## src/design/fpu_nc_pkg.sv

```systemverilog
/*
 * Shared definitions for the FP32 non-computational front end.
 * Holds the data widths, the issued and unit-level operation codes and
 * the position of the invalid flag in the status vector.
 * Files refer to these items as fpu_nc_pkg::name.
 */
package fpu_nc_pkg;

    // --------------------
    // Widths
    // --------------------
    localparam int unsigned FLEN     = 32;  // FP32 operands and results
    localparam int unsigned TAG_W    = 3;   // Transaction id carried with each request
    localparam int unsigned STATUS_W = 5;   // NV DZ OF UF NX, MSB first

    // Invalid operation flag, the only one this unit can raise
    localparam int unsigned STATUS_NV = 4;

    // Canonical quiet NaN returned when min/max sees two NaNs
    localparam logic [FLEN-1:0] QNAN_CANON = 32'h7fc0_0000;

    // --------------------
    // Operations
    // --------------------

    // Operations as issued to the FPU
    typedef enum logic [2:0] {
        FMIN_MAX = 3'd0,  // Min or max, selected by rm
        FSGNJ    = 3'd1,  // Sign injection, variant in rm
        FCMP     = 3'd2,  // le, lt or eq in rm
        FCLASS   = 3'd3,  // Classify operand a
        FMV_F2X  = 3'd4,  // FP register to integer register
        FMV_X2F  = 3'd5   // Integer register to FP register
    } fu_op_e;

    // Operations seen by the unit after decode
    typedef enum logic [1:0] {
        SGNJ     = 2'd0,
        MINMAX   = 2'd1,
        CMP      = 2'd2,
        CLASSIFY = 2'd3
    } unit_op_e;

endpackage
```

## src/design/fpu_req_if.sv

```systemverilog
/*
 * One request into the non-computational unit with its valid/ready pair.
 * The source holds the payload stable from valid until the transfer,
 * which happens on a rising edge where valid and ready are both high.
 */
interface fpu_req_if;

    logic                               valid;
    logic                               ready;
    fpu_nc_pkg::unit_op_e               op;
    logic                               op_mod;     // Operation modifier
    logic [2:0]                         rm;         // Sub-operation select
    logic [fpu_nc_pkg::FLEN-1:0]        operand_a;
    logic [fpu_nc_pkg::FLEN-1:0]        operand_b;
    logic [fpu_nc_pkg::TAG_W-1:0]       tag;

    // Request producer
    modport src (
        output valid, op, op_mod, rm, operand_a, operand_b, tag,
        input  ready
    );

    // Request consumer
    modport dst (
        input  valid, op, op_mod, rm, operand_a, operand_b, tag,
        output ready
    );

endinterface

```

## src/design/fpu_nc_top.sv

```systemverilog
/*
 * Top level of the FP32 non-computational front end.
 * Issue side and result side are plain valid/ready ports; inside, the
 * decoder feeds the issue buffer and the buffer feeds the unit.
 */
module fpu_nc_top (
    input  logic                              clk_i,
    input  logic                              rst_ni,
    input  logic                              flush_i,
    // Issue side
    input  logic                              valid_i,
    output logic                              ready_o,
    input  fpu_nc_pkg::fu_op_e                operation_i,
    input  logic [2:0]                        rm_i,
    input  logic [fpu_nc_pkg::FLEN-1:0]       operand_a_i,
    input  logic [fpu_nc_pkg::FLEN-1:0]       operand_b_i,
    input  logic [fpu_nc_pkg::TAG_W-1:0]      trans_id_i,
    // Result side
    output logic                              valid_o,
    input  logic                              result_ready_i,
    output logic [fpu_nc_pkg::FLEN-1:0]       result_o,
    output logic [fpu_nc_pkg::TAG_W-1:0]      trans_id_o,
    output logic [fpu_nc_pkg::STATUS_W-1:0]   status_o
);

    fpu_req_if issue_req ();  // Decoder to buffer
    fpu_req_if unit_req ();   // Buffer to unit

    fpu_op_decoder i_decoder (
        .valid_i     (valid_i),
        .operation_i (operation_i),
        .rm_i        (rm_i),
        .operand_a_i (operand_a_i),
        .operand_b_i (operand_b_i),
        .trans_id_i  (trans_id_i),
        .req         (issue_req.src),
        .ready_o     (ready_o)
    );

    fpu_issue_buffer i_buffer (
        .clk_i   (clk_i),
        .rst_ni  (rst_ni),
        .flush_i (flush_i),
        .up      (issue_req.dst),
        .down    (unit_req.src)
    );

    fpu_noncomp_unit i_unit (
        .clk_i       (clk_i),
        .rst_ni      (rst_ni),
        .flush_i     (flush_i),
        .req         (unit_req.dst),
        .out_valid_o (valid_o),
        .result_o    (result_o),
        .tag_o       (trans_id_o),
        .status_o    (status_o),
        .out_ready_i (result_ready_i)
    );

endmodule

```

## src/design/fpu_noncomp_unit.sv

```systemverilog
/*
 * Two-stage FP32 non-computational unit.
 * Stage 1 registers the request together with the class of both operands,
 * stage 2 computes sign injection, min/max, compare or classify and holds
 * the tagged result with its status until the consumer takes it.
 */
module fpu_noncomp_unit (
    input  logic                              clk_i,
    input  logic                              rst_ni,
    input  logic                              flush_i,
    fpu_req_if.dst                            req,
    output logic                              out_valid_o,
    output logic [fpu_nc_pkg::FLEN-1:0]       result_o,
    output logic [fpu_nc_pkg::TAG_W-1:0]      tag_o,
    output logic [fpu_nc_pkg::STATUS_W-1:0]   status_o,
    input  logic                              out_ready_i
);

    typedef struct packed {
        logic zero;
        logic subnormal;
        logic inf;
        logic qnan;
        logic snan;
    } fp_class_t;

    // Class of one FP32 value from exponent and mantissa
    function automatic fp_class_t classify(input logic [fpu_nc_pkg::FLEN-1:0] x);
        fp_class_t c;
        logic exp_max;
        exp_max     = (x[30:23] == 8'hff);
        c.zero      = (x[30:23] == 8'h00) && (x[22:0] == '0);
        c.subnormal = (x[30:23] == 8'h00) && (x[22:0] != '0);
        c.inf       = exp_max && (x[22:0] == '0);
        c.qnan      = exp_max && x[22];               // Quiet bit set
        c.snan      = exp_max && !x[22] && (x[21:0] != '0);
        return c;
    endfunction

    // Stage 1
    logic                           s1_valid;
    fpu_nc_pkg::unit_op_e           s1_op;
    logic [2:0]                     s1_rm;
    logic [fpu_nc_pkg::FLEN-1:0]    s1_a, s1_b;
    logic [fpu_nc_pkg::TAG_W-1:0]   s1_tag;
    fp_class_t                      s1_cls_a, s1_cls_b;

    logic s1_ready, s2_ready;

    // Stage 2 inputs, computed from stage 1
    logic [fpu_nc_pkg::FLEN-1:0]    res_d;
    logic                           nv_d;

    // --------------------
    // Handshake
    // --------------------
    assign s2_ready  = !out_valid_o || out_ready_i;  // Empty or draining
    assign s1_ready  = !s1_valid || s2_ready;        // Stage 1 can advance
    assign req.ready = s1_ready;

    always_ff @(posedge clk_i or negedge rst_ni) begin
        if (!rst_ni) begin
            s1_valid    <= 1'b0;
            out_valid_o <= 1'b0;
        end else if (flush_i) begin
            s1_valid    <= 1'b0;  // In-flight requests are dropped
            out_valid_o <= 1'b0;
        end else begin
            if (s1_ready) s1_valid <= req.valid;
            if (s2_ready) out_valid_o <= s1_valid;
        end
    end

    // Stage 1 payload with operand classes
    always_ff @(posedge clk_i) begin
        if (req.valid && s1_ready) begin
            s1_op     <= req.op;
            s1_rm     <= req.rm;
            s1_a      <= req.operand_a;
            s1_b      <= req.operand_b;
            s1_tag    <= req.tag;
            s1_cls_a  <= classify(req.operand_a);
            s1_cls_b  <= classify(req.operand_b);
        end
    end

    // --------------------
    // Stage 2 datapath
    // --------------------
    always_comb begin : compute
        logic nan_a, nan_b, any_snan, both_zero, a_lt_b, cmp_bit;
        nan_a     = s1_cls_a.qnan || s1_cls_a.snan;
        nan_b     = s1_cls_b.qnan || s1_cls_b.snan;
        any_snan  = s1_cls_a.snan || s1_cls_b.snan;
        both_zero = s1_cls_a.zero && s1_cls_b.zero;
        // Total order with -0 below +0, magnitudes flip for negatives
        if (s1_a[31] != s1_b[31]) a_lt_b = s1_a[31];
        else if (s1_a[31])        a_lt_b = s1_a[30:0] > s1_b[30:0];
        else                      a_lt_b = s1_a[30:0] < s1_b[30:0];
        cmp_bit = 1'b0;
        res_d   = s1_a;
        nv_d    = 1'b0;

        unique case (s1_op)
            fpu_nc_pkg::SGNJ: begin
                case (s1_rm)
                    3'b000:  res_d = {s1_b[31], s1_a[30:0]};             // sgnj
                    3'b001:  res_d = {~s1_b[31], s1_a[30:0]};            // sgnjn
                    3'b010:  res_d = {s1_a[31] ^ s1_b[31], s1_a[30:0]};  // sgnjx
                    default: res_d = s1_a;                               // Raw move
                endcase
            end
            fpu_nc_pkg::MINMAX: begin
                nv_d = any_snan;
                if (nan_a && nan_b) res_d = fpu_nc_pkg::QNAN_CANON;
                else if (nan_a)     res_d = s1_b;  // A NaN loses to a number
                else if (nan_b)     res_d = s1_a;
                else                res_d = (a_lt_b ^ s1_rm[0]) ? s1_a : s1_b;
            end
            fpu_nc_pkg::CMP: begin
                // Signed zeros compare equal here
                case (s1_rm[1:0])
                    2'b00: begin
                        cmp_bit = (a_lt_b && !both_zero) || (s1_a == s1_b) || both_zero;
                        nv_d    = nan_a || nan_b;  // le signals on any NaN
                    end
                    2'b01: begin
                        cmp_bit = a_lt_b && !both_zero;
                        nv_d    = nan_a || nan_b;
                    end
                    default: begin
                        cmp_bit = (s1_a == s1_b) || both_zero;
                        nv_d    = any_snan;        // eq is quiet
                    end
                endcase
                if (nan_a || nan_b) cmp_bit = 1'b0;
                res_d = {31'b0, cmp_bit};
            end
            default: begin  // CLASSIFY, one-hot class of operand a
                res_d = {22'b0,
                         s1_cls_a.qnan,
                         s1_cls_a.snan,
                         !s1_a[31] && s1_cls_a.inf,
                         !s1_a[31] && (s1_a[30:23] != 8'h00) && (s1_a[30:23] != 8'hff),
                         !s1_a[31] && s1_cls_a.subnormal,
                         !s1_a[31] && s1_cls_a.zero,
                         s1_a[31] && s1_cls_a.zero,
                         s1_a[31] && s1_cls_a.subnormal,
                         s1_a[31] && (s1_a[30:23] != 8'h00) && (s1_a[30:23] != 8'hff),
                         s1_a[31] && s1_cls_a.inf};
            end
        endcase
    end

    // Stage 2 output register, held under back-pressure
    always_ff @(posedge clk_i) begin
        if (s1_valid && s2_ready) begin
            result_o <= res_d;
            tag_o    <= s1_tag;
            status_o <= '0;
            status_o[fpu_nc_pkg::STATUS_NV] <= nv_d;
        end
    end

    // A stalled result must not move until the consumer accepts it
    result_held: assert property (@(posedge clk_i) disable iff (!rst_ni)
        out_valid_o && !out_ready_i && !flush_i |=>
            out_valid_o && $stable({result_o, tag_o, status_o}))
        else $error("result changed while stalled");

endmodule

```

## src/design/fpu_issue_buffer.sv

```systemverilog
/*
 * Issue hold buffer between decoder and unit.
 * Upstream sees ready high until a request is actually refused; the
 * refused request is captured and replayed to the unit from the hold
 * register while upstream is stalled.
 */
module fpu_issue_buffer (
    input  logic    clk_i,
    input  logic    rst_ni,
    input  logic    flush_i,
    fpu_req_if.dst  up,
    fpu_req_if.src  down
);

    typedef enum logic {
        READY,
        STALL
    } state_e;

    state_e state_q, state_d;

    logic hold;      // Capture the live request
    logic use_hold;  // Present the held request downstream

    // Hold register for the whole request
    fpu_nc_pkg::unit_op_e               op_q;
    logic                               op_mod_q;
    logic [2:0]                         rm_q;
    logic [fpu_nc_pkg::FLEN-1:0]        operand_a_q;
    logic [fpu_nc_pkg::FLEN-1:0]        operand_b_q;
    logic [fpu_nc_pkg::TAG_W-1:0]       tag_q;

    // --------------------
    // Handshake FSM
    // --------------------
    always_comb begin : issue_fsm
        up.ready   = 1'b0;
        down.valid = 1'b0;
        hold       = 1'b0;
        use_hold   = 1'b0;
        state_d    = state_q;

        unique case (state_q)
            READY: begin
                up.ready   = 1'b1;      // Optimistic ready towards issue
                down.valid = up.valid;  // Straight through
                if (up.valid && !down.ready) begin
                    up.ready = 1'b0;    // Refused, take it back
                    hold     = 1'b1;
                    state_d  = STALL;
                end
            end
            STALL: begin
                down.valid = 1'b1;
                use_hold   = 1'b1;
                if (down.ready) begin
                    up.ready = 1'b1;  // Held request leaves, upstream transfer completes
                    state_d  = READY;
                end
            end
            default: ;
        endcase

        if (flush_i) begin
            state_d = READY;  // Held request is dropped
        end
    end

    always_ff @(posedge clk_i or negedge rst_ni) begin
        if (!rst_ni) begin
            state_q <= READY;
        end else begin
            state_q <= state_d;
        end
    end

    always_ff @(posedge clk_i) begin
        if (hold) begin
            op_q        <= up.op;
            op_mod_q    <= up.op_mod;
            rm_q        <= up.rm;
            operand_a_q <= up.operand_a;
            operand_b_q <= up.operand_b;
            tag_q       <= up.tag;
        end
    end

    // Held or live request towards the unit
    assign down.op        = use_hold ? op_q        : up.op;
    assign down.op_mod    = use_hold ? op_mod_q    : up.op_mod;
    assign down.rm        = use_hold ? rm_q        : up.rm;
    assign down.operand_a = use_hold ? operand_a_q : up.operand_a;
    assign down.operand_b = use_hold ? operand_b_q : up.operand_b;
    assign down.tag       = use_hold ? tag_q       : up.tag;

    // A refused request keeps being offered unchanged until the unit takes it
    stall_holds_request: assert property (@(posedge clk_i) disable iff (!rst_ni)
        down.valid && !down.ready && !flush_i |=>
            down.valid && $stable({down.op, down.op_mod, down.rm, down.operand_a,
                                   down.operand_b, down.tag}))
        else $error("issue buffer lost or changed a held request");

endmodule

```

## src/design/fpu_op_decoder.sv

```systemverilog
/*
 * Instruction decoder for the non-computational FPU path.
 * Maps the issued operation and its rm field onto a unit request.
 * Purely combinational; ready from the request link is sent back upstream.
 */
module fpu_op_decoder (
    input  logic                          valid_i,
    input  fpu_nc_pkg::fu_op_e            operation_i,
    input  logic [2:0]                    rm_i,
    input  logic [fpu_nc_pkg::FLEN-1:0]   operand_a_i,
    input  logic [fpu_nc_pkg::FLEN-1:0]   operand_b_i,
    input  logic [fpu_nc_pkg::TAG_W-1:0]  trans_id_i,
    fpu_req_if.src                        req,
    output logic                          ready_o
);

    // Payload that needs no translation
    assign req.valid     = valid_i;
    assign req.operand_a = operand_a_i;
    assign req.operand_b = operand_b_i;
    assign req.tag       = trans_id_i;

    // Handshake back to issue
    assign ready_o = req.ready;

    // --------------------
    // Operation mapping
    // --------------------
    always_comb begin : op_translate
        // Defaults: raw move of operand a
        req.op     = fpu_nc_pkg::SGNJ;
        req.op_mod = 1'b0;
        req.rm     = 3'b011;

        unique case (operation_i)
            fpu_nc_pkg::FSGNJ: begin
                req.op = fpu_nc_pkg::SGNJ;
                req.rm = {1'b0, rm_i[1:0]};  // Bit 2 is not part of the encoding
            end
            fpu_nc_pkg::FMIN_MAX: begin
                req.op = fpu_nc_pkg::MINMAX;
                req.rm = {1'b0, rm_i[1:0]};  // 000 min, 001 max
            end
            fpu_nc_pkg::FCMP: begin
                req.op = fpu_nc_pkg::CMP;
                req.rm = {1'b0, rm_i[1:0]};  // 000 le, 001 lt, 010 eq
            end
            fpu_nc_pkg::FCLASS: begin
                req.op = fpu_nc_pkg::CLASSIFY;
                req.rm = {1'b0, rm_i[1:0]};  // Ignored by the unit
            end
            // Moves have no recoding, passthrough of operand a
            fpu_nc_pkg::FMV_F2X: begin
                req.op     = fpu_nc_pkg::SGNJ;
                req.rm     = 3'b011;
                req.op_mod = 1'b1;  // Result heads for the integer side
            end
            fpu_nc_pkg::FMV_X2F: begin
                req.op = fpu_nc_pkg::SGNJ;
                req.rm = 3'b011;
            end
            default: ;  // Unknown codes keep the passthrough
        endcase
    end

endmodule

```

## config.mk

```make
export PLATFORM = sky130hd
export DESIGN_NAME = fpu_nc_top
export DESIGN_NICKNAME = d
export VERILOG_FILES = /design/src/design/fpu_nc_pkg.sv /design/src/design/fpu_req_if.sv /design/src/design/fpu_nc_top.sv /design/src/design/fpu_noncomp_unit.sv /design/src/design/fpu_issue_buffer.sv /design/src/design/fpu_op_decoder.sv
export SDC_FILE = /design/constraint.sdc
export NUM_CORES = 1
export LEC_CHECK = 0
export BUFFER_PORTS_ARGS = -buffer_cell sky130_fd_sc_hd__buf_2
export CAP_MARGIN = 10
export CORE_UTILIZATION = 55
export CTS_CLUSTER_DIAMETER = 80
export DETAILED_ROUTE_END_ITERATION = 10
export PLACE_DENSITY = 0.86
export SLEW_MARGIN = 20
export SYNTH_ARGS = -nofsm -noshare
export SYNTH_HDL_FRONTEND = slang
export SYNTH_SLANG_ARGS = --single-unit
```

## constraint.sdc

```tcl
create_clock -name clk_i -period 12.6 [get_ports clk_i]
set_clock_uncertainty 0.15 [all_clocks]
set_input_delay 3.15 -clock clk_i [delete_from_list [all_inputs] [get_ports clk_i]]
set_output_delay 3.15 -clock clk_i [all_outputs]
set_load 0.02 [all_outputs]
```

==> flow_summary.toml <==
[sta]
fmaxAchievable_mhz = 131
slew_violations = 0
grt_setup_unrepaired = "false"
setup_viol = 0
tightestPinTransition_ns = 1.01
slew_headroom_pct = 32.5
hold_viol = 0
final_min_period_ns = 7.65
final_total_negative_setup_slack_ns = 0
finalWorstSetupSlack_ns = 4.95
layout_worst_path_cycle_share_pct = 60.7

[synthesis]
synth-simple-area-share_pct = 8.10
synthesis.area_sq_mm = 0.00854
ys_seq_area_share_pct = 66.3
synth.distinct_cells = 55
synth-main-ff-cell = "edfxtp_1"
yosysMostFrequentCell = "edfxtp_1"
largest_cells_by_area_after_synthesis = "edfxtp_1, mux2_2, ha_1"
synth-compound-area-share_pct = 6.97
synthesis.instances = 574
muxShareOfSynthArea_pct = 9.52
synth_async_sr_flop_share_pct = 1.59
synthXorXnorAreaFrac_pct = 0.308
combinational_family_with_the_most_area_after_synthesis = "multiplexers"
synth_top_cell_area_share_pct = 65.4
synth_adder_area_share_pct = 5.13
flip_flop_and_latch_count_after_synthesis = 189
yosysWarnings = 0
number_of_enable_type_register_cells_in_the_synthesized_netlist = 186
post_synth_most_frequent_cells = "edfxtp_1, mux2_2, inv_1, ha_1, nor2_1"
synth.largest_area_cell = "edfxtp_1"
synth.avg_cell_area_sq_um = 14.9

[critical_path]
startpoint_type = "primary input"
worstPathMaxFanout = 4
arrival_ns = 4.35
worstSetupPathType = "primary input to primary output"
critical_path.endpoint_type = "primary output"
worst_ep_required_time_ns = 9.30

[clocking]
cts_tree = "built"
numCtsBuffers = 17
clkSlewWorstSetupHoldPaths_ns = 0.06
cts_setup_buffers = 0
cts_sinks = 189
cts-root-to-sink-buffers = 2
ctsRootBufferMaster = "clkbuf_16"
cts_repair_resize_count = 0
cts_htree_levels = 4
clock_latency_ns = 0.44
ctsHoldBuffers = 0

[cells_and_area]
layout.area.seq_sq_mm = 0.00566
multi_input_area_sq_mm = 0.00260
antennaDiodeCount = 0
layout-area-overhead-vs-synth_pct = 15.0
final_cells = 894
final_net_count = 807
fillCellCount = 1111
share_of_cells_above_drive_strength_1_pct = 31.3

[floorplan]
floorplan.rows = 45
die-height_um = 127
initial_utilization_pct = 56.2
ioPinCount = 120
core_sq_mm = 0.0152
overall_die_area_sq_mm = 0.0160
fp.dieW_um = 127

[detailed_routing]
detail_route.wirelength_um = 17300
antenna_left = 0
initialDrtViolationCount = 468
drt-vias-per-instance = 5.79
routed_wire_length_per_instance_um = 19.3
num_vias = 5179
drt_pre_antenna_iters = 6
route.detailed.drc = 0

[placement]
place_ws_ns = 4.95
placement.io_buffers = 114
place.gp.congestion = 0.873
estimated_wirelength_of_the_detail_placed_design_um = 12100
placed_cells = 862

[outcome]
outcome = "completed"

[power_and_ir_drop]
powerDensity_mw_per_mm2 = 137
total_leakage_power_nw = 3.70
peakVddDrop_mv = 0.0825

[run]
drv.max_cap_violation_count = 0

[global_routing]
globalRouteTotalUtil_pct = 23.0
globalRouteOverflowTotal = 0
first_global_vias = 5324
global_route_wire_length_before_repair_um = 27500
largest_net_degree_at_the_start_of_global_routing = 80
number_of_antenna_violations_at_the_first_check_in_global_routing = 0

[hold_path]
min_path_type = "flop to flop"
[area by class of cell]
| type | instances | area share, % |
|---|---|---|
| clock inverter | 13 | 1.04 |
| sequential | 189 | 57.6 |
| tap | 188 | 2.39 |
| inverter | 46 | 1.76 |
| clock buffer | 18 | 4.37 |
| multi-input combinational | 321 | 26.5 |
| timing repair buffer | 119 | 6.32 |
[per-stage QoR]
step	power, mW	util [%]	hold WS [ns]	area (sq um)
after floorplan	0.825	-	0.250	8550
after detailed placement	0.870	61.0	0.257	9270
final	1.35	64.6	0.270	9830
after CTS	1.36	64.5	0.273	9810
after global placement	0.864	61.0	0.252	9270
after global routing	1.40	64.6	0.291	9830
[placed cells by master (no fill, tap or decap), types with 6 or more instances in the layout]
cell type	synthesis	layout
buf_2	5	114
nor4_1	15	15
a21oi_1	22	21
edfxtp_1	186	186
a22o_1	14	14
mux2_2	59	59
mux2i_1	12	12
ha_1	35	35
a221o_1	8	8
o2bb2ai_1	9	9
nor2_1	25	25
nand2_1	22	22
nand4_1	13	13
o21ai_0	10	10
and2_1	6	6
inv_1	46	46
clkbuf_16	0	17
[per-layer routing]
metal | routed length (um) | share of wire, % | GRT usage, %
met1 | 7640 | 44 | 29.9
met2 | 8440 | 49 | 38.2
met3 | 771 | 4.5 | 4.18
met4 | 412 | 2.4 | 9.92
met5 | 0 | 0 | 0
[flip-flops by register name (all words and copies together), names as in the netlist, 2 cells and up]
signal,count
i_buffer.rm_q,2
i_unit.s1_tag,3
i_unit.s1_a,32
i_unit.s1_cls_b,3
i_buffer.operand_b_q,32
i_unit.s1_rm,2
i_buffer.op_q,2
i_buffer.tag_q,3
i_unit.s1_cls_a,5
i_unit.tag_o,3
i_unit.s1_b,32
i_unit.result_o,32
i_buffer.operand_a_q,32
i_unit.s1_op,2
[logic make-up after synthesis]
| logic type | after synthesis |
|---|---|
| simple gates | 123 |
| fa+ha+maj | 35 |
| other cells | 1 |
| flops | 189 |
| compound gates | 83 |
| buf+inv | 67 |
| xor+xnor | 3 |
| mux | 73 |
[power by group]
part / switching (mW) / internal [mW] / total (mW)
registers: 0.0143 / 0.721 / 0.735
logic: 0.0737 / 0.0506 / 0.124
clock network: 0.223 / 0.267 / 0.490
total: 0.311 / 1.04 / 1.35
[path summary, 6_finish.rpt]
| kind | startpoint | end | slack, ns | depth (start not counted) |
|---|---|---|---|---|
| max | result_ready_i | ready_o | 4.95 | 5 |
| min | i_unit.s1_tag[1]$_DFFE_PP_ | i_unit.tag_o[1]$_DFFE_PP_ | 0.27 | 0 |
| max reg2reg | i_buffer.state_q$_DFF_PN0_ | i_unit.s1_cls_b[4]$_DFFE_PP_ | 8.42 | 6 |
| min reg2reg | i_unit.s1_tag[1]$_DFFE_PP_ | i_unit.tag_o[1]$_DFFE_PP_ | 0.27 | 0 |
| max in group asynchronous | rst_ni | i_buffer.state_q$_DFF_PN0_ | 9.84 | 1 |
| min in group asynchronous | rst_ni | i_unit.out_valid_o$_DFFE_PN0P_ | 2.35 | 1 |
[worst max-delay path: stages]
cell,delay [ns]
buf_2,0.10
nor2b_1,0.42
nand2_1,0.20
or2_2,0.32
buf_2,0.16
Note: power is estimated with default switching activity, not from simulation.
